===== src/hw/core_cfg.svh =====
`ifndef CORE_CFG_SVH
`define CORE_CFG_SVH

// Datapath word width
`define CORE_DATA_W 32

// Instruction memory depth is 2**CORE_IMEM_AW, which is also the PC width
`define CORE_IMEM_AW 8

// Register address width, 32 registers
`define CORE_RF_AW 5

// Barrier mask and value width
`define CORE_MASK_W 8

// Network field widths
`define CORE_NET_ID_W 10
`define CORE_NET_ADDR_W 10

// ID this core answers to on the network
`define CORE_NODE_ID 10'd1

`endif


===== src/hw/reg_file.sv =====
`timescale 1ns/1ps
`default_nettype none

`include "core_cfg.svh"

module reg_file
(
    input  wire logic                     clk,
    input  wire logic [`CORE_RF_AW-1:0]   rs_addr_i,
    input  wire logic [`CORE_RF_AW-1:0]   rd_addr_i,
    input  wire logic [`CORE_RF_AW-1:0]   w_addr_i,
    input  wire logic                     wen_i,
    input  wire logic [`CORE_DATA_W-1:0]  w_data_i,
    output logic      [`CORE_DATA_W-1:0]  rs_val_o,
    output logic      [`CORE_DATA_W-1:0]  rd_val_o
);

    logic [`CORE_DATA_W-1:0] regs [2**`CORE_RF_AW];

    // Write at the clock edge
    always_ff @(posedge clk)
    begin
        if (wen_i)
        begin
            regs[w_addr_i] <= w_data_i;
        end
    end

    // Combinational read ports
    // Register 0 reads as zero whatever was written to it
    always_comb
    begin
        rs_val_o = (rs_addr_i == '0) ? '0 : regs[rs_addr_i];
        rd_val_o = (rd_addr_i == '0) ? '0 : regs[rd_addr_i];
    end

endmodule

`default_nettype wire


===== config.mk =====
export PLATFORM = sky130hd
export DESIGN_NAME = reg_file
export DESIGN_NICKNAME = d
export VERILOG_FILES = /design/src/hw/reg_file.sv
export VERILOG_INCLUDE_DIRS = /design/src /design/src/hw
export SDC_FILE = /design/constraint.sdc
export NUM_CORES = 1
export LEC_CHECK = 0
export BUFFER_PORTS_ARGS = -buffer_cell sky130_fd_sc_hd__buf_4
export CAP_MARGIN = 25
export CORE_UTILIZATION = 29
export CTS_BUF_LIST = sky130_fd_sc_hd__clkbuf_8
export DETAILED_ROUTE_END_ITERATION = 12
export PLACE_DENSITY = 0.4
export SLEW_MARGIN = 20
export SYNTH_ARGS = -nofsm -noshare
export SYNTH_HDL_FRONTEND = slang
export SYNTH_SLANG_ARGS = --single-unit

===== constraint.sdc =====
create_clock -name clk -period 7 [get_ports clk]
set_input_delay 2.1 -clock clk [delete_from_list [all_inputs] [get_ports clk]]
set_output_delay 2.1 -clock clk [all_outputs]
set_load 0.005 [all_outputs]

==> impl_metrics.json <==
{
  "status": "complete, no violations",
  "yosys_most_used_dff": "edfxtp_1",
  "required_ps": 4900,
  "syn2layout_area_growth_pct": 18.0,
  "synth_cells": 2400,
  "die_area_sq_um": 164000,
  "largest_reg_flops": 1024,
  "hold_viol_final": 0,
  "power.leakage_uw": 0.0180,
  "hold_class": "in2reg",
  "cts.sinks": 1024,
  "cpMaxStageDelayCell": "a2111oi_0",
  "holdWs_ps": 1590,
  "gp_congestion": 0.805,
  "critical_path.max_fanout": 26,
  "top_regs": "regs x1024",
  "wl_per_cell_um": 37.1,
  "p_per_area_nw_per_um2": 244,
  "io_buffers": 112,
  "fillers": 15086,
  "setup-violations-final": 0,
  "path_class": "in2out",
  "critPathMaxStageDelay_ps": 650,
  "end_kind": "output port",
  "largest-register": "regs",
  "rsz0062_at_grt": "no",
  "grt_pass1_vias": 29533,
  "post-place-ws_ps": 131,
  "grt-ovfl-total": 0,
  "hpwl_um": 115000,
  "timing.hold.worst_path_depth": 1,
  "slew_viol_final": 0,
  "grt_pass1_wl_um": 252000,
  "chipWidth_um": 404,
  "initial_utilization_pct": 29.2,
  "finalCritPeriodShare_pct": 98.2,
  "min_to": "regs[28][31]",
  "drc_errors": 0,
  "cp_cell_sequence": "buf_8 -> buf_12 -> buf_4 -> mux4_2 -> a22o_1 -> a2111oi_0 -> nor3_2 -> buf_4",
  "drv_cap": 0,
  "yosys.area.top_type": "edfxtp_1",
  "multi_input_area_sq_um": 15400,
  "cts_tree": "yes",
  "final_antenna_net_count": 0,
  "slew_headroom_pct": 25.5,
  "synth.top_cell.area_share_pct": 65.5,
  "ir_worst_vdd_mv": 0.152,
  "synth_area_leaders": "edfxtp_1 (65%), mux4_2 (20%), mux2i_1 (3.9%), a22o_1 (1.2%), clkbuf_1 (0.83%)",
  "worstHoldStart": "w_data_i[31]",
  "ys_ff_latch": 1024,
  "path_clk_slew_ps": 60,
  "yosys_warnings": 0,
  "rows": 147,
  "final.setup.worst_slack_ps": 128,
  "hold_buffers": 0,
  "root_buffer": "clkbuf_8",
  "io_pins": 113,
  "drtIter0Drc": 3324,
  "nets": 2748,
  "grt.total_usage_pct": 22.7,
  "vias": 28199,
  "min_period_ps": 6870,
  "drt_wl_total_um": 186000,
  "synth_edf_count": 1024,
  "clockBufferDepth": 3,
  "numCtsBuffers": 182,
  "cts_max_level": 4,
  "via_per_inst": 5.63,
  "syn-num-nets": 2449,
  "drive_gt1_share_pct": 35.9,
  "fp.dieH_um": 404,
  "cts_setup_buffers": 0,
  "cp.arrival_ps": 4770,
  "syn_area_per_cell_sq_um": 19.6,
  "async_flop_share_pct": 0,
  "coreArea_sq_um": 161000,
  "seq_area_sq_um": 30700,
  "cpMostUsedCell": "buf_4",
  "antenna_found_initial": 23,
  "tightest_slew_ps": 1120,
  "syn_area_sq_um": 47000,
  "post_cts_resized": 0,
  "start_kind": "primary input",
  "synth_cell_types": 40,
  "max_freq_ghz": 0.146,
  "synth_seq_area_share_pct": 65.5,
  "grt_max_degree": 45,
  "drt_first_pass_iters": 5
}
[kinds of logic after synthesis]
kind of cell	synth area share [%]
flops	65.5
mux	24.9
compound gates	5.41
buf+inv	2.31
simple gates	1.94
[per-layer routing]
metal	up-vias	routed length (um)	global-route usage [%]	part of all wire (%)
met5	-	65	0	0.035
met4	12	4210	5.62	2.3
met3	260	14800	5.28	7.9
met2	1302	87000	36.2	47
met1	15531	80100	31.2	43
li1	11094	-	-	-
[worst max-delay path: cells and delay by family]
kind | cells | cell delay, ps
compound gates | 2 | 930
buf+inv | 4 | 910
mux | 1 | 520
simple gates | 1 | 280
[Yosys cell counts (2+ instances only)]
| master | n |
|---|---|
| a2111oi_0 | 31 |
| a211o_1 | 23 |
| a211oi_1 | 47 |
| a21oi_1 | 46 |
| a221oi_1 | 23 |
| a22o_1 | 62 |
| a32o_1 | 9 |
| and2_1 | 13 |
| buf_1 | 7 |
| buf_2 | 58 |
| buf_4 | 20 |
| buf_6 | 12 |
| clkbuf_1 | 104 |
| edfxtp_1 | 1024 |
| inv_1 | 25 |
| mux2_1 | 19 |
| mux2_2 | 5 |
| mux2i_1 | 183 |
| mux4_2 | 425 |
| nand2_1 | 65 |
| nand2b_1 | 3 |
| nand3_1 | 4 |
| nand3b_1 | 7 |
| nor2_1 | 35 |
| nor2b_1 | 8 |
| nor3_1 | 32 |
| nor4_1 | 9 |
| o221ai_1 | 31 |
| o22ai_1 | 55 |
| or3_1 | 2 |
| or3b_1 | 2 |
| or3b_2 | 3 |
[area by class of cell]
class | instances | area share, %
diodes | 2 | 0.00903
clock buffers | 184 | 4.57
clock inverters | 149 | 1.49
inverters | 25 | 0.178
multi-input cells | 1150 | 27.8
flip-flops and latches | 1024 | 55.5
well taps | 2160 | 4.88
repair buffers | 316 | 5.56
[how the worst max path moves through the flow]
stage	startpoint	end
2_1_floorplan	rs_addr_i[1]	rs_val_o[25]
3_3_place_gp	rd_addr_i[1]	rd_val_o[14]
3_5_place_dp	rd_addr_i[0]	rd_val_o[14]
4_1_cts	rd_addr_i[0]	rd_val_o[14]
5_1_grt	rd_addr_i[0]	rd_val_o[14]
6_report	rd_addr_i[0]	rd_val_o[14]
[layout by cell type (no fill, tap or decap), types with 4 or more instances in the layout]
cell,Yosys,layout
a21oi_1,46,46
a221oi_1,23,23
mux2_2,5,5
buf_16,0,4
clkbuf_8,0,184
clkinv_1,0,54
nor4_1,9,9
nor2_4,0,33
a211oi_1,47,47
buf_12,0,48
nand3_1,4,4
mux4_2,425,425
nand3b_1,7,7
mux2i_1,183,183
a211o_1,23,23
a22o_1,62,62
a32o_1,9,9
clkinvlp_4,0,6
inv_6,0,6
and2_1,13,12
clkinv_2,0,21
nor2b_1,8,5
nor3_1,32,30
a2111oi_0,31,31
bufinv_16,0,6
nand2_1,65,64
edfxtp_1,1024,1024
buf_4,20,258
o22ai_1,55,55
inv_1,25,78
o221ai_1,31,31
mux2_1,19,19
[power by group]
part / total [uW] / internal [uW] / switching, uW / leakage, uW
clock network: 5280 / 2680 / 2610 / 0.00191
logic: 1380 / 557 / 818 / 0.00691
registers: 6860 / 6830 / 32.2 / 0.00922
[metrics by stage]
| stage | instances | cell area, sq um | power (uW) | util (%) | setup TNS [ps] |
|---|---|---|---|---|---|
| 2_1_floorplan | 2400 | 47000 | 7650 | - | 0 |
| 3_3_place_gp | 4665 | 51800 | 8350 | 32.3 | -274 |
| 3_5_place_dp | 4674 | 52000 | 8370 | 32.4 | 0 |
| 4_1_cts | 5007 | 55400 | 13700 | 34.5 | 0 |
| 5_1_grt | 5009 | 55400 | 14000 | 34.5 | 0 |
| 6_report | 5010 | 55400 | 13500 | 34.5 | 0 |
Note: power is estimated with default switching activity, not from simulation.
