==> src/hw/core_cfg.svh <==
`ifndef CORE_CFG_SVH
`define CORE_CFG_SVH

// Datapath word width
`define CORE_DATA_W 32

// Instruction memory depth is 2**CORE_IMEM_AW, which is also the PC width
`define CORE_IMEM_AW 8

// Register address width, 32 registers
`define CORE_RF_AW 5

// Barrier mask and value width
`define CORE_MASK_W 8

// Network field widths
`define CORE_NET_ID_W 10
`define CORE_NET_ADDR_W 10

// ID this core answers to on the network
`define CORE_NODE_ID 10'd1

`endif

==> src/hw/core_pkg.sv <==
`default_nettype none

`include "core_cfg.svh"

package core_pkg;

    // Instruction codes, NOP must stay all zero so a bubble decodes as NOP
    typedef enum logic [5:0]
    {
        OP_NOP   = 6'd0,
        OP_ADDU  = 6'd1,
        OP_SUBU  = 6'd2,
        OP_AND   = 6'd3,
        OP_OR    = 6'd4,
        OP_MOV   = 6'd5,
        OP_BEQZ  = 6'd6,
        OP_BNEQZ = 6'd7,
        OP_BLTZ  = 6'd8,
        OP_BGTZ  = 6'd9,
        OP_JALR  = 6'd10,
        OP_BAR   = 6'd11,
        OP_WAIT  = 6'd12
    } opcode_e;

    // 16-bit instruction word
    // For branches rs_imm is a signed offset from the branch PC
    typedef struct packed
    {
        opcode_e                 opcode;
        logic [`CORE_RF_AW-1:0]  rd;
        logic [`CORE_RF_AW-1:0]  rs_imm;
    } instruction_t;

    // Network commands, NET_NONE marks an idle network cycle
    typedef enum logic [2:0]
    {
        NET_NONE  = 3'd0,
        NET_INSTR = 3'd1,
        NET_REG   = 3'd2,
        NET_PC    = 3'd3,
        NET_BAR   = 3'd4
    } net_op_e;

    // Run state of the core
    typedef enum logic [1:0]
    {
        IDLE = 2'd0,
        RUN  = 2'd1,
        ERR  = 2'd2
    } state_e;

    // IF/ID payload
    typedef struct packed
    {
        instruction_t              instr;
        logic [`CORE_IMEM_AW-1:0]  pc;
    } if_id_t;

    // ID/EX payload, operand values already forwarded
    typedef struct packed
    {
        instruction_t              instr;
        logic [`CORE_IMEM_AW-1:0]  pc;
        logic [`CORE_RF_AW-1:0]    rd_addr;
        logic [`CORE_DATA_W-1:0]   rs_val;
        logic [`CORE_DATA_W-1:0]   rd_val;
        logic                      wen;
    } id_ex_t;

    // EX/WB payload
    typedef struct packed
    {
        instruction_t              instr;
        logic [`CORE_IMEM_AW-1:0]  pc;
        logic [`CORE_RF_AW-1:0]    w_addr;
        logic [`CORE_DATA_W-1:0]   w_val;
        logic                      wen;
    } ex_wb_t;

endpackage

`default_nettype wire

==> src/hw/instr_mem.sv <==
`timescale 1ns/1ps
`default_nettype none

`include "core_cfg.svh"

module instr_mem import core_pkg::*;
(
    input  wire logic                      clk,
    input  wire logic [`CORE_IMEM_AW-1:0]  addr_i,
    input  wire logic                      wen_i,
    input  instruction_t                   instr_i,
    output instruction_t                   instr_o
);

    instruction_t mem [2**`CORE_IMEM_AW];

    // Single port, registered read
    always_ff @(posedge clk)
    begin
        if (wen_i)
        begin
            // A write leaves the read register alone
            // so a fetch stalled behind a load is not lost
            mem[addr_i] <= instr_i;
        end
        else
        begin
            instr_o <= mem[addr_i];
        end
    end

endmodule

`default_nettype wire

==> config.mk <==
export PLATFORM = sky130hd
export DESIGN_NAME = instr_mem
export DESIGN_NICKNAME = d
export VERILOG_FILES = /design/src/hw/core_pkg.sv /design/src/hw/instr_mem.sv
export VERILOG_INCLUDE_DIRS = /design/src /design/src/hw
export SDC_FILE = /design/constraint.sdc
export NUM_CORES = 2
export LEC_CHECK = 0
export BUFFER_PORTS_ARGS = -buffer_cell sky130_fd_sc_hd__buf_2
export CORE_ASPECT_RATIO = 1.5
export CORE_UTILIZATION = 25
export DETAILED_ROUTE_END_ITERATION = 10
export GPL_TIMING_DRIVEN = 0
export HOLD_SLACK_MARGIN = 0.15
export PLACE_DENSITY = 0.35
export SLEW_MARGIN = 30
export SYNTH_ARGS = -nofsm -noshare
export SYNTH_HDL_FRONTEND = slang
export SYNTH_SLANG_ARGS = --single-unit
==> constraint.sdc <==
create_clock -name clk -period 5.5 [get_ports clk]
set_input_delay 1.1 -clock clk [delete_from_list [all_inputs] [get_ports clk]]
set_output_delay 1.1 -clock clk [all_outputs]
set_load 0.01 [all_outputs]
==> results by group <==
Floorplan
  – Initial core utilization: 0.251
  – Chip height: a little under 1000 um
  – # IOs: 42
  – Die X-Extent: between 600 and 700 um
  – FP Rows: ~350
  – Total core area: just over 0.6 mm2
  – Die ar.: between 0.6 and 0.7 mm2

Worst setup path
  – WP buf/inv: 6
  – Crit-path leading delay family: buffers and inverters
  – Critical path's largest stage delay: slightly below 0.9 ns
  – CP max stage cell: nand3_1
  – WP data arrival: 6.04 ns
  – Most frequent CP cell: clkbuf_4
  – Critical path cell sequence: buf_2 -> nor2b_1 -> clkbuf_4 -> clkbuf_4 -> buf_1 -> nand3_1 -> clkbuf_4 -> buf_12 -> nor2_4
  – WP data required: about 6.2 ns
  – Max FO, Critical Path: 16
  – CP Launch Type: primary input
  – Crit Path Class: in -> reg
  – Setup crit end kind: flop

Drt
  – Post-Route WL: approximately 570000 um
  – Residual DRC count: 0
  – Vias: about 75000
  – TritonRoute pass-1 iters: 5
  – Wire per inst: about 36 um
  – DRT iter0 DRCs: ~6700
  – Post-route ant nets: 0
  – Routed vias/inst: 4.67

Clock tree
  – H-tree depth: 5
  – CTS Hold Bufs: 0
  – Root buf cell: clkbuf_16
  – PostCTS Resize Cnt: 0
  – TritonCTS Buffers: 406
  – Clk sinks: around 4100
  – Max clock buf depth: 4
  – Skew-Pair Late Insertion Delay: around 1.0 ns
  – Post CTS Setup Buffer Count: 0
  – CTS tree: done
  – Worst-path clk slew: 0.06 ns

Place
  – Post-DP HPWL: around 400000 um
  – IO buf count: 38
  – Placer congestion estimate: approximately 0.87
  – Pre-CTS setup slack: -1.28 ns

Synth
  – Syn Nets: 6751
  – Sequential area share after synthesis: 0.794
  – Top FF cell, synth: edfxtp_1
  – Number of synthesized flops with an enable pin: ~4100
  – Ys Warns: 0
  – Synth Area in Adders: 0
  – Flops & latches, synth: just over 4000
  – Largest family of logic cells by synthesized area: multiplexers
  – Post-synthesis cell area: 0.155 mm2
  – Post-synth cell types: 20
  – Cells after Synth: between 6000 and 7000
  – Post-Synth XOR/XNOR Area: 0
  – Avg Cell Area, Syn: around 23 um2
  – Post-synth ARST share: 0
  – Post-synthesis mux area share: 0.148
  – Synth Area in Compound Gates: 0.0366
  – Simple-gate share of the synthesized area: 0.00908

Power
  – Seq pwr share: 0.516
  – Net Sw Power: 0.0153 W
  – Net Sw Frac: 0.229
  – Peak supply drop: 0.000232 V
  – Combinational share of power: 0.056
  – Leakage: approximately 55 nW
  – Clock share of power: 0.428
  – Overall Power: about 0.067 W
  – Internal: ~0.052 W
  – Power Density: around 360 mW/mm2

Finish
  – Nets@finish: around 7400
  – Fraction of layout instances using a drive strength above 1: 0.318
  – Most frequent cells in the layout: edfxtp_1, mux4_2, a22oi_1
  – Commonest non-fill, non-tap cell in the layout: edfxtp_1
  – Area delta synth->final: 20.2%

Timing
  – Fmax: 185 MHz
  – Max-slew violation count: 0
  – Setup ws final: around 0.1 ns
  – Period utilization: 0.981
  – Slew margin rel.: 0.217
  – Hold Worst Slack: 0.404 ns
  – Final Setup Violations: 0
  – Fin crit period: ~5.4 ns
  – Worst-Margin Slew: between 1 and 1.5 ns
  – Setup_tns: 0 ns
  – Final Hold Violating Endpoints: 0
  – Layout Skew: about 0.047 ns
  – RSZ-0062 raised after global routing: no

Global route
  – Initial antenna violation count: 43
  – GRT met3 Usage: 0.0239
  – Total global routing overflow: 0
  – GR met2 Demand/Resource: 0.331
  – Vias in the first global route: around 80000
  – First-pass GRT wire length: 751000 um
  – Largest net degree at the start of global routing: 96
  – Total Routing Usage GR: 0.179
  – GR peak layer: met2
  – Grt met1 use: 0.205

Worst hold path
  – Worst hold path class: in -> reg

Status
  – Outcome: completed

Job
  – Max-cap violations: 0
==> power groups by stage <==
stage               clock [W]  sequential (W)  combinational [W]
finish                 0.0287          0.0346            0.00376
global route           0.0303          0.0346            0.00392
CTS                    0.0294          0.0346            0.00389
detailed placement          0          0.0353            0.00389
global placement            0          0.0354            0.00353
floorplan                   0          0.0352            0.00148
==> metal layers <==
metal  vias to the layer above  routed length, um
met1                     41700             211000
met2                      1808             305000
li1                      30500                  -
met3                       598              22800
met4                         8              28200
met5                         -                 48
==> stage by stage <==
| step | utilization | cells | area [um2] |
|---|---|---|---|
| finish | 0.302 | 16000 | 187000 |
| global route | 0.302 | 15900 | 187000 |
| CTS | 0.302 | 15900 | 187000 |
| detailed placement | 0.280 | 15200 | 173000 |
| global placement | 0.268 | 15000 | 166000 |
| floorplan | - | 6725 | 155000 |
==> cells in the mapped netlist (all sizes together), types with 5 or more instances <==
library cell     n  area (um2)
a21oi          256        1280
a22oi          512        3840
buf            153         846
clkbuf         265         995
edfxtp        4112      123000
mux4          1024       23100
nand2           25        93.8
nand2b           5        31.3
nand3           17        85.1
nand4           17         106
nor2           234         878
nor2b            8        50.1
nor3            27         135
o41ai           64         561
==> registers in the layout (all words and copies together) (netlist names) <==
signal / count
mem: 4096
instr_o: 16
==> path summary, 6_finish.rpt <==
| check | start | end | slack [ns] | cells past startpoint |
|---|---|---|---|---|
| worst max-delay path | addr_i[3] | mem[234][11] | 0.10 | 9 |
| worst min-delay path | instr_i[14] | mem[80][14] | 0.40 | 1 |
| worst max register to register | mem[107][3] | instr_o[3] | 1.97 | 5 |
| worst min register to register | mem[65][4] | instr_o[4] | 1.16 | 5 |
==> cell type report <==
class	count	area, um2
clock inverters	277	2850
repair buffers	284	5150
clock buffers	469	10500
diodes	19	47.5
well taps	8188	10200
fillers	59900	432000
flip-flops and latches	4112	123000
multi-input cells	2194	32600
inverters	1	3.75
plain buffers	417	2010
==> kinds of logic (layout without fill, tap and decap cells) <==
group | after synthesis | after routing
AND/OR/NAND/NOR | 338 | 338
AO/OA/AOI/OAI | 832 | 832
other | 0 | 19
buffers and inverters | 419 | 1448
flip-flops | 4112 | 4112
multiplexers | 1024 | 1024
==> worst reg2reg max path, cell delays in order (launching register included) <==
cell and delay [ns]:
edfxtp_1 0.36, mux4_2 0.50, a22oi_1 0.38, a21oi_2 0.27, o41ai_1 1.05, nand4_1 0.53
(Power assumes the default switching activity.)
