File: src/hw/pipe_reg.sv
`timescale 1ns/1ps
`default_nettype none

module pipe_reg #(
    parameter type payload_t = logic [31:0]
)
(
    input  wire logic clk,
    input  wire logic n_reset,
    input  wire logic hold_i,
    input  wire logic flush_i,
    input  payload_t  d_i,
    output payload_t  q_o
);

    // Hold wins over flush, so a stalled branch keeps its flush
    // request alive until the stall clears
    always_ff @(posedge clk)
    begin
        if (!n_reset)
        begin
            q_o <= '0;
        end
        else if (hold_i)
        begin
            q_o <= q_o;
        end
        else if (flush_i)
        begin
            // All zero is a NOP bubble that writes nothing
            q_o <= '0;
        end
        else
        begin
            q_o <= d_i;
        end
    end

endmodule

`default_nettype wire

File: config.mk
export PLATFORM = sky130hd
export DESIGN_NAME = pipe_reg
export DESIGN_NICKNAME = d
export VERILOG_FILES = /design/src/hw/pipe_reg.sv
export SDC_FILE = /design/constraint.sdc
export NUM_CORES = 1
export LEC_CHECK = 0
export BUFFER_PORTS_ARGS = -buffer_cell sky130_fd_sc_hd__buf_4
export CAP_MARGIN = 20
export CORE_MARGIN = 5
export CORE_UTILIZATION = 35
export DETAILED_ROUTE_END_ITERATION = 8
export PLACE_DENSITY = 0.67
export SLEW_MARGIN = 30
export SYNTH_ARGS = -nofsm -noshare
export SYNTH_HDL_FRONTEND = slang
export SYNTH_SLANG_ARGS = --single-unit
File: constraint.sdc
create_clock -name clk -period 0.84 [get_ports clk]
set_input_delay 0.126 -clock clk [delete_from_list [all_inputs] [get_ports clk]]
set_output_delay 0.126 -clock clk [all_outputs]
set_load 0.03 [all_outputs]
==> results of run 1 <==
[what timing repair did]
action,in CTS,in global routing
endpoints found under the hold margin,0,0
setup endpoints to repair,32,32
resized for setup,64,0
hold buffers,0,0
buffers inserted,4,1
gates cloned,0,0
[report_power, final]
part	leakage, nW	switching, mW	internal [mW]
Sequential	0.275	0.0450	1.59
Clock	0.0230	0.435	0.279
Combinational	0.642	0.331	0.333
Total	0.940	0.811	2.20
[synthesized netlist by cell type (all sizes together)]
| cell type | n | area share |
|---|---|---|
| nand3 | 31 | 0.12 |
| nand2 | 31 | 0.092 |
| dfxtp | 32 | 0.50 |
| nor4bb | 1 | 0.0079 |
| or2 | 1 | 0.0069 |
| clkbuf | 6 | 0.018 |
| a31o | 1 | 0.0069 |
| buf | 8 | 0.050 |
| o21ai | 31 | 0.19 |
[kinds of logic after synthesis]
logic type / share of synthesized area
and+or+nand+nor: 0.228
DFF: 0.504
AOI/OAI and AO/OA: 0.200
buffers and inverters: 0.0679
[final timing paths]
path,from,cells past startpoint,slack [ns],endpoint
hold reg to reg,q_o[6],2,0.48,q_o[6]
hold / removal,d_i[2],3,0.03,q_o[2]
setup / recovery,q_o[9],1,-0.09,q_o[9]
setup reg to reg,q_o[23],3,0.14,q_o[23]
[through the flow]
stage	instance area, sq um	hold WS, ns	setup slack (ns)	TNS, ns
floorplan	1270	0.259	0.0162	0
global placement	1870	0.370	-0.0479	-1.25
detailed placement	1870	0.377	-0.0892	-1.74
CTS	2100	0.0197	-0.101	-2.88
global route	2110	0.0238	-0.136	-3.80
finish	2110	0.0297	-0.0912	-2.41
[layer usage]
layer | vias up | wire length (um) | GRT usage | share of wire
met4 | 0 | 55 | 0.0532 | 0.016
li1 | 633 | - | - | -
met3 | 9 | 332 | 0.0732 | 0.096
met2 | 44 | 1710 | 0.232 | 0.49
met5 | - | 0 | 0 | 0
met1 | 556 | 1350 | 0.168 | 0.39
[cell type report]
type,instances,area [sq um],share of cell area
well taps,46,57.6,0.0273
flip-flops and latches,32,681,0.323
clock buffers,5,37.5,0.0178
multi-input cells,96,544,0.258
repair buffers,82,786,0.373
==> impl_results.md, run 1 <==
- Synthesis-stage register bit count: 32
- Biggest register: q_o
- All-Layer GR Usage: 0.146
- Critical-path cell list: buf_6
- Die X: between 70 and 80 um
- Largest stage delay on the critical path: between 0.3 and 0.4 ns
- Routed Wire Length: around 3400 um
- Sequential-to-total area share from yosys stat: 0.504
- DRC viols: 0
- Largest net degree at the start of global routing: 28
- Failing checks: setup timing
- Post-DR vias/cell: approximately 4.8
- PwrDens: roughly 1400 nW/um^2
- Net count after synthesis: between 150 and 200
- Num ports: 68
- Leading cell types in the layout, fill and taps excluded: buf_4 (46), buf_6 (32), dfxtp_2 (32)
- Hold Vio Cnt, Final: 0
- RSZ-0062 raised after global routing: true
- Layout cell share with drive strength beyond 1: 0.674
- Maxcap violations: 0
- Core footprint: around 3400 sq um
- Tot Pwr: between 3 and 4 mW
- Filler-free cell count of the finished design: roughly 260
- CTS tree: yes
- Buffers on Ports: 67
- Final Max Slew Viols: 0
- Filler cells: about 310
- Unique masters post-synth: 13
- Placed cell count: 251
- Synth Area per Inst: between 8 and 9 sq um
- Crit path DAT: between 0.8 and 0.9 ns
- Final ANT Viol Nets: 0
- Final period util: 1.11
- Outcome: finished with violations
- Nets@finish: approximately 250
- Vias in the first global route: 1272
- Initial antenna violation count: 0
- Die Y: 70.3 um
- Diodes inserted: 0
- Worst setup SP type: flip-flop
- Worst Path Required: 0.71 ns
- Clk Latency, worst-skew pair: slightly above 0.3 ns
- Tightest Hold Check Type: primary input to flip-flop
- Most common cell after layout, fill and taps aside: buf_4
- FMAX: approximately 1.1 GHz
- Worst Path Max Fanout: 2
- Clk_skew: 0 ns
- Die area: about 4900 sq um
- VDD IR max: approximately 0.00077 V
- Setup Crit Path Kind: flip-flop to primary output
- Vias: roughly 1.2k
- Biggest regs: q_o: 32 flops
- Critical path's top delay family: flip-flops
- CTS clock-pin slew for the worst setup and hold paths: ~0.090 ns
- CTS Root Cell: clkbuf_4
- First drt pass iteration count: 4
- Final WS setup: -0.0912 ns
- Clock sinks: 32
- Hpwl dp: 2650 um
- Ys Warns: 0
- GR Overflow Total: 0
- WL/cell: approximately 13 um
- Critical Path End Type: primary output
- Final core occ: 0.616
- Slowest-stage cell, CP: dfxtp_2
- Mapped Cells: roughly 140
- Starting Density: 0.372
- Post-Syn Area: 1270 sq um
- Layout overhead on the synthesized area: 65.6%
- DR iter-0 viols: 40
- Cell Rows: 21
- RD Place Congestion: between 0.7 and 0.8
- H-tree levels: 2
- Slew of the pin with the lowest slew margin: 0.230 ns
- CTS buffer count: 5
- First-pass GRT wire length: 5770 um
- Minimum clock period after layout: ~0.93 ns
- Bufs on Longest Clock Path: 2
- Static leakage: between 0.9 and 1 nW
- CP Buf/Inv Count: 1
- Worst slew margin: 0.845
- Max reg flops: 32
- Final Setup Violations: 32
Power figures use the tool's default switching activity.
==> run 2: changes to the inputs <==
Settings changed: CAP_MARGIN 20 to not set, PLACE_DENSITY 0.67 to not set.
Clock period 0.84 ns to 1.2 ns, I/O delays scaled along.
==> impl_results.md, run 2 (synthesis gave the netlist of run 1 again) <==
- Outcome: finished, final reports clean
- Setup Crit Path Kind: flip-flop to primary output
- DR iter-0 viols: between 50 and 60
- Worst Path Max Fanout: 2
- Hpwl dp: approximately 2300 um
- Final Max Slew Viols: 0
- Largest stage delay on the critical path: 0.35 ns
- Slew of the pin with the lowest slew margin: a little under 0.5 ns
- Vias: around 1.2k
- Die area: ~4900 sq um
- Num ports: 68
- Tot Pwr: 2.02 mW
- GR Overflow Total: 0
- Worst setup SP type: flip-flop
- RSZ-0062 raised after global routing: false
- DRC viols: 0
- Die Y: between 70 and 80 um
- Worst Path Required: 1.02 ns
- Starting Density: 0.372
- Post_cts resized: 0
- Final ANT Viol Nets: 0
- CTS Root Cell: clkbuf_4
- First-pass GRT wire length: approximately 5400 um
- Hold Vio Cnt, Final: 0
- Final Setup Violations: 0
- Hold_buf cts: 0
- Crit path DAT: 0.84 ns
- CP Buf/Inv Count: 1
- DP Worst Slack: around 0.14 ns
- Filler cells: 344
- Setup Buffers After CTS: 0
- Final core occ: 0.534
- Layout overhead on the synthesized area: 43.6%
- Clock sinks: 32
- Slowest-stage cell, CP: dfxtp_1
- Core footprint: around 3400 sq um
- Final period util: 0.846
- CTS buffer count: 5
- Leading cell types in the layout, fill and taps excluded: buf_4 (70), dfxtp_1 (32), nand2_1 (31), nand3_1 (31), o21ai_2 (24)
- All-Layer GR Usage: 0.137
- Minimum clock period after layout: about 1.0 ns
- Diodes inserted: 0
- Max reg flops: 32
- VDD IR max: around 0.00055 V
- WL/cell: 12.7 um
- Die X: around 70 um
- Critical Path End Type: primary output
- Biggest register: q_o
- First drt pass iteration count: 4
- Final Cell Area: ~1800 sq um
- Layout cell share with drive strength beyond 1: 0.500
- PwrDens: approximately 1100 nW/um^2
- Clk_skew: 0 ns
- Critical path's top delay family: flip-flops
- Worst slew margin: 0.671
- Clk Latency, worst-skew pair: slightly above 0.3 ns
- Nets@finish: between 200 and 250
- Maxcap violations: 0
- Post-DR vias/cell: 4.75
- CTS clock-pin slew for the worst setup and hold paths: approximately 0.08 ns
- Tightest Hold Check Type: primary input to flip-flop
- Critical-path cell list: buf_4
- Final TNS setup: 0 ns
- Final WS setup: between 0.15 and 0.2 ns
- Initial antenna violation count: 0
- Cell Rows: 21
- FMAX: about 0.98 GHz
- Most common cell after layout, fill and taps aside: buf_4
- RD Place Congestion: 0.711
- Bufs on Longest Clock Path: 2
- Buffers on Ports: 67
- Routed Wire Length: 3170 um
- Largest net degree at the start of global routing: 38
- Vias in the first global route: between 1k and 1.5k
- Biggest regs: q_o: 32 flops
- Static leakage: between 0.8 and 0.9 nW
- H-tree levels: 2
- CTS tree: yes
- Dpl cell area: 1790 sq um
## run 2: area by class of cell
type                    instances  area, sq um  share of cell area
repair buffers                 71          546               0.299
multi-input cells              96          544               0.298
well taps                      46         57.6              0.0315
flip-flops and latches         32          641               0.351
clock buffers                   5         37.5              0.0206
## run 2: power by group
group | switching, mW | internal (mW)
logic | 0.220 | 0.174
registers | 0.0223 | 1.10
clock network | 0.309 | 0.195
## run 2: metal layers
layer,share of wire,track usage,vias to the layer above
met5,0,0,-
li1,-,-,615
met2,0.49,0.219,42
met4,0.013,0.0574,0
met3,0.11,0.0789,4
met1,0.39,0.146,526
## run 2: metrics by stage
stage,hold WS [ns],cells
after floorplan,0.313,142
after global placement,0.425,245
after detailed placement,0.430,245
after CTS,0.0800,250
after global routing,0.0775,250
final,0.103,250
## run 2: path summary, 6_finish.rpt
kind	from	endpoint	slack, ns	cells after the start
max	q_o[18]	q_o[18]	0.18	1
min	d_i[14]	q_o[14]	0.10	3
max reg2reg	q_o[30]	q_o[30]	0.59	1
min reg2reg	q_o[0]	q_o[0]	0.48	2
