[config.mk]
export PLATFORM = sky130hd
export DESIGN_NAME = alu
export DESIGN_NICKNAME = d
export VERILOG_FILES = /design/src/hw/core_pkg.sv /design/src/hw/alu.sv
export VERILOG_INCLUDE_DIRS = /design/src /design/src/hw
export SDC_FILE = /design/constraint.sdc
export NUM_CORES = 1
export LEC_CHECK = 0
export ABC_AREA = 1
export BUFFER_PORTS_ARGS = -buffer_cell sky130_fd_sc_hd__buf_2
export CAP_MARGIN = 40
export CELL_PAD_IN_SITES_DETAIL_PLACEMENT = 0
export CELL_PAD_IN_SITES_GLOBAL_PLACEMENT = 1
export CORE_MARGIN = 2
export CORE_UTILIZATION = 39
export DETAILED_ROUTE_END_ITERATION = 6
export MAX_ROUTING_LAYER = met4
export PLACE_DENSITY = 0.95
export SYNTH_ARGS = -nofsm -noshare
export SYNTH_HDL_FRONTEND = slang
export SYNTH_SLANG_ARGS = --single-unit
[constraint.sdc]
create_clock -name vclk -period 11.2
set_input_delay 2.24 -clock vclk [all_inputs]
set_output_delay 2.24 -clock vclk [all_outputs]
set_load 0.01 [all_outputs]
[src/hw/core_cfg.svh]
`ifndef CORE_CFG_SVH
`define CORE_CFG_SVH

// Datapath word width
`define CORE_DATA_W 32

// Instruction memory depth is 2**CORE_IMEM_AW, which is also the PC width
`define CORE_IMEM_AW 8

// Register address width, 32 registers
`define CORE_RF_AW 5

// Barrier mask and value width
`define CORE_MASK_W 8

// Network field widths
`define CORE_NET_ID_W 10
`define CORE_NET_ADDR_W 10

// ID this core answers to on the network
`define CORE_NODE_ID 10'd1

`endif

[src/hw/core_pkg.sv]
`default_nettype none

`include "core_cfg.svh"

package core_pkg;

    // Instruction codes, NOP must stay all zero so a bubble decodes as NOP
    typedef enum logic [5:0]
    {
        OP_NOP   = 6'd0,
        OP_ADDU  = 6'd1,
        OP_SUBU  = 6'd2,
        OP_AND   = 6'd3,
        OP_OR    = 6'd4,
        OP_MOV   = 6'd5,
        OP_BEQZ  = 6'd6,
        OP_BNEQZ = 6'd7,
        OP_BLTZ  = 6'd8,
        OP_BGTZ  = 6'd9,
        OP_JALR  = 6'd10,
        OP_BAR   = 6'd11,
        OP_WAIT  = 6'd12
    } opcode_e;

    // 16-bit instruction word
    // For branches rs_imm is a signed offset from the branch PC
    typedef struct packed
    {
        opcode_e                 opcode;
        logic [`CORE_RF_AW-1:0]  rd;
        logic [`CORE_RF_AW-1:0]  rs_imm;
    } instruction_t;

    // Network commands, NET_NONE marks an idle network cycle
    typedef enum logic [2:0]
    {
        NET_NONE  = 3'd0,
        NET_INSTR = 3'd1,
        NET_REG   = 3'd2,
        NET_PC    = 3'd3,
        NET_BAR   = 3'd4
    } net_op_e;

    // Run state of the core
    typedef enum logic [1:0]
    {
        IDLE = 2'd0,
        RUN  = 2'd1,
        ERR  = 2'd2
    } state_e;

    // IF/ID payload
    typedef struct packed
    {
        instruction_t              instr;
        logic [`CORE_IMEM_AW-1:0]  pc;
    } if_id_t;

    // ID/EX payload, operand values already forwarded
    typedef struct packed
    {
        instruction_t              instr;
        logic [`CORE_IMEM_AW-1:0]  pc;
        logic [`CORE_RF_AW-1:0]    rd_addr;
        logic [`CORE_DATA_W-1:0]   rs_val;
        logic [`CORE_DATA_W-1:0]   rd_val;
        logic                      wen;
    } id_ex_t;

    // EX/WB payload
    typedef struct packed
    {
        instruction_t              instr;
        logic [`CORE_IMEM_AW-1:0]  pc;
        logic [`CORE_RF_AW-1:0]    w_addr;
        logic [`CORE_DATA_W-1:0]   w_val;
        logic                      wen;
    } ex_wb_t;

endpackage

`default_nettype wire

[src/hw/alu.sv]
`timescale 1ns/1ps
`default_nettype none

`include "core_cfg.svh"

module alu import core_pkg::*;
(
    input  instruction_t                  instr_i,
    input  wire logic [`CORE_DATA_W-1:0]  rs_val_i,
    input  wire logic [`CORE_DATA_W-1:0]  rd_val_i,
    output logic      [`CORE_DATA_W-1:0]  result_o,
    output logic                          branch_taken_o
);

    // Arithmetic and moves
    always_comb
    begin
        unique case (instr_i.opcode)
            OP_ADDU:
                result_o = rd_val_i + rs_val_i;
            OP_SUBU:
                result_o = rd_val_i - rs_val_i;
            OP_AND:
                result_o = rd_val_i & rs_val_i;
            OP_OR:
                result_o = rd_val_i | rs_val_i;
            // JALR target, BAR value and MOV source all come from rs
            OP_MOV, OP_BAR, OP_JALR:
                result_o = rs_val_i;
            default:
                result_o = '0;
        endcase
    end

    // Branch conditions test the signed rd value against zero
    always_comb
    begin
        unique case (instr_i.opcode)
            OP_BEQZ:
                branch_taken_o = (rd_val_i == '0);
            OP_BNEQZ:
                branch_taken_o = (rd_val_i != '0);
            OP_BLTZ:
                branch_taken_o = $signed(rd_val_i) < 0;
            OP_BGTZ:
                branch_taken_o = $signed(rd_val_i) > 0;
            default:
                branch_taken_o = 1'b0;
        endcase
    end

endmodule

`default_nettype wire

==> flow_summary.json <==
{
  "crit_chain": "buf_2, nor2_4, nand2_2, nor2_8, inv_2, o31ai_1, o21ai_1, xor2_1, ha_1, nand2_1, inv_1, nand2_1, nand2_1, a21oi_1, nand2_1, or2_2, nand3_1, nand3_1, buf_2",
  "grt_pass1_wl_mm": 25.6,
  "crit_path_start_kind": "input port",
  "startpoint": "instr_i[15]",
  "rows": 38,
  "hold_path_depth": 4,
  "drtPass1Iterations": 5,
  "cp_top_family": "simple AND/OR/NAND/NOR gates",
  "hold_class": "in2out",
  "dp_hpwl_mm": 14.2,
  "io_pins": 113,
  "synth_top_area_share": 0.255,
  "die_w_um": 110,
  "start_util": 0.402,
  "ir_worst_vdd_mv": 0.0144,
  "crit_path_top_delay_cell": "ha_1",
  "period_minus_slack_ps": 7620,
  "p_leak_nw": 3.00,
  "final_cell_area_um2": 5030,
  "track_usage": 0.278,
  "hold_viol": 0,
  "drive_gt1_frac": 0.136,
  "tightest_slew_ps": 756,
  "regArea_um2": 0,
  "portBuffers": 103,
  "cp-end-kind": "output pin",
  "p_per_area_nw_per_um2": 39.7,
  "maxSlewHeadroom": 0.495,
  "setup_violations": 0,
  "period_share": 0.681,
  "synth_cell_types": 35,
  "maxCapViolCount": 0,
  "syn_area_um2": 4370,
  "n_sequential_cell": 0,
  "ctsHoldBuffers": 0,
  "cp_num_buf_inv": 4,
  "synthesis.yosys.warnings": 0,
  "drcViolationCount": 0,
  "rsz0062_at_grt": "false",
  "die_h_um": 110,
  "syn-num-nets": 1019,
  "antenna_found_initial": 0,
  "finalWirelength_mm": 16.3,
  "whs_endpoint": "result_o[2]",
  "maxSlewViolCount": 0,
  "synth_area_leaders": "nand2_1 26%, inv_1 15%, ha_1 9.7%",
  "dr_total_vias": 5811,
  "synth_area_leader_cell": "nand2_1",
  "path_class": "in2out",
  "synthToLayoutAreaGrowth_pct": 15.0,
  "required_ps": 8960,
  "critPathMaxFanout": 21,
  "placed_cells": 1136,
  "seq_area_frac_synth": 0,
  "nets": 1113,
  "path_common_cell": "nand2_1",
  "fmax_mhz": 131,
  "grt_start_max_net_pins": 24,
  "vias_per_cell": 5.12,
  "diodes": 0,
  "max_stage_delay_ps": 340,
  "hold_path_startpoint": "rd_val_i[2]",
  "tns_ps": 0,
  "drtAntennaViolNets": 0,
  "dieArea_um2": 12100,
  "wl_per_cell_um": 14.4,
  "placed_area_um2": 5030,
  "avgSynthCellArea_um2": 4.84,
  "gr-total-overflow": 0,
  "drt_iter0_drc": 397,
  "clock_buffers": 0,
  "post_cts_resized": 0,
  "post_cts_buffers": 0,
  "cp.arrival_ps": 5380,
  "gp_congestion": 1.01,
  "syn_inst": 904,
  "core_area_um2": 10900,
  "grt_pass1_vias": 5188,
  "fin_cells": 1136,
  "status": "complete, no violations"
}
-- cell type report --
cell class / count / area (µm²)
fill: 1278 / 5860
inverter: 183 / 687
tap: 140 / 175
multi-input combinational: 708 / 3610
timing repair buffer: 105 / 558
-- metrics by stage --
stage                     hold slack, ps  setup WS, ps  utilization  power [W]
final                               4860          3580        0.462   0.000200
after global routing                4880          3270        0.462   0.000225
after CTS                           4850          3590        0.462   0.000196
after detailed placement            4850          3600        0.462   0.000195
after global placement              4850          3570        0.458   0.000194
after floorplan                     4620          4450            -   0.000132
-- power breakdown --
part	internal [W]	switching, W
Clock	0	0
Combinational	0.0000680	0.000132
Sequential	0	0
Total	0.0000680	0.000132
-- cell usage in the layout (no fill, tap or decap), types with 2 or more instances in the layout --
| cell type | netlist | final |
|---|---|---|
| ha_1 | 34 | 34 |
| xor2_1 | 27 | 27 |
| nand4_1 | 20 | 20 |
| o21ai_0 | 23 | 23 |
| nor4_1 | 5 | 5 |
| xnor2_1 | 2 | 2 |
| inv_2 | 8 | 8 |
| nand2_2 | 5 | 5 |
| buf_2 | 10 | 103 |
| nand3_1 | 63 | 63 |
| o22ai_1 | 13 | 13 |
| nand2_1 | 297 | 297 |
| nand3_2 | 2 | 2 |
| inv_1 | 174 | 174 |
| o211ai_1 | 8 | 8 |
| a21oi_1 | 47 | 47 |
| or2_2 | 6 | 6 |
| nand3b_1 | 6 | 6 |
| o31ai_1 | 2 | 2 |
| nor3_1 | 17 | 17 |
| nor2_2 | 6 | 6 |
| nor2_1 | 100 | 100 |
| o21ai_1 | 9 | 9 |
| o21bai_1 | 8 | 8 |
-- worst max-delay path by stage --
stage	endpoint	slack (ps)	cells past startpoint
2_1_floorplan	result_o[26]	4450	22
3_3_place_gp	result_o[15]	3570	19
3_5_place_dp	result_o[15]	3600	19
4_1_cts	result_o[15]	3590	19
5_1_grt	result_o[25]	3270	23
6_report	result_o[15]	3580	19
-- per-layer routing --
| layer | GRT usage | share of wire |
|---|---|---|
| met4 | 0.0425 | 0.018 |
| met3 | 0.00356 | 0.065 |
| met2 | 0.440 | 0.44 |
| met5 | - | 0 |
| met1 | 0.402 | 0.48 |
-- cell usage after synthesis --
master     instances
a21boi_0           1
a21oi_1           47
and2_1             1
buf_2             10
buf_6              2
clkbuf_1           1
clkinv_1           1
fa_1               1
ha_1              34
inv_1            174
inv_2              8
nand2_1          297
nand2_2            5
nand3_1           63
nand3_2            2
nand3b_1           6
nand4_1           20
nor2_1           100
nor2_2             6
nor2_4             1
nor2_8             1
nor3_1            17
nor4_1             5
o2111ai_1          1
o211ai_1           8
o21ai_0           23
o21ai_1            9
o21ai_4            1
o21bai_1           8
o221ai_1           1
o22ai_1           13
o31ai_1            2
or2_2              6
xnor2_1            2
xor2_1            27
-- kinds of logic after synthesis --
group	synth area share
AOI/OAI and AO/OA	0.149
xor gates and xnor gates	0.0581
adders and majority gates	0.102
buffers and inverters	0.175
and+or+nand+nor	0.516
Note: power is estimated with default switching activity, not from simulation.
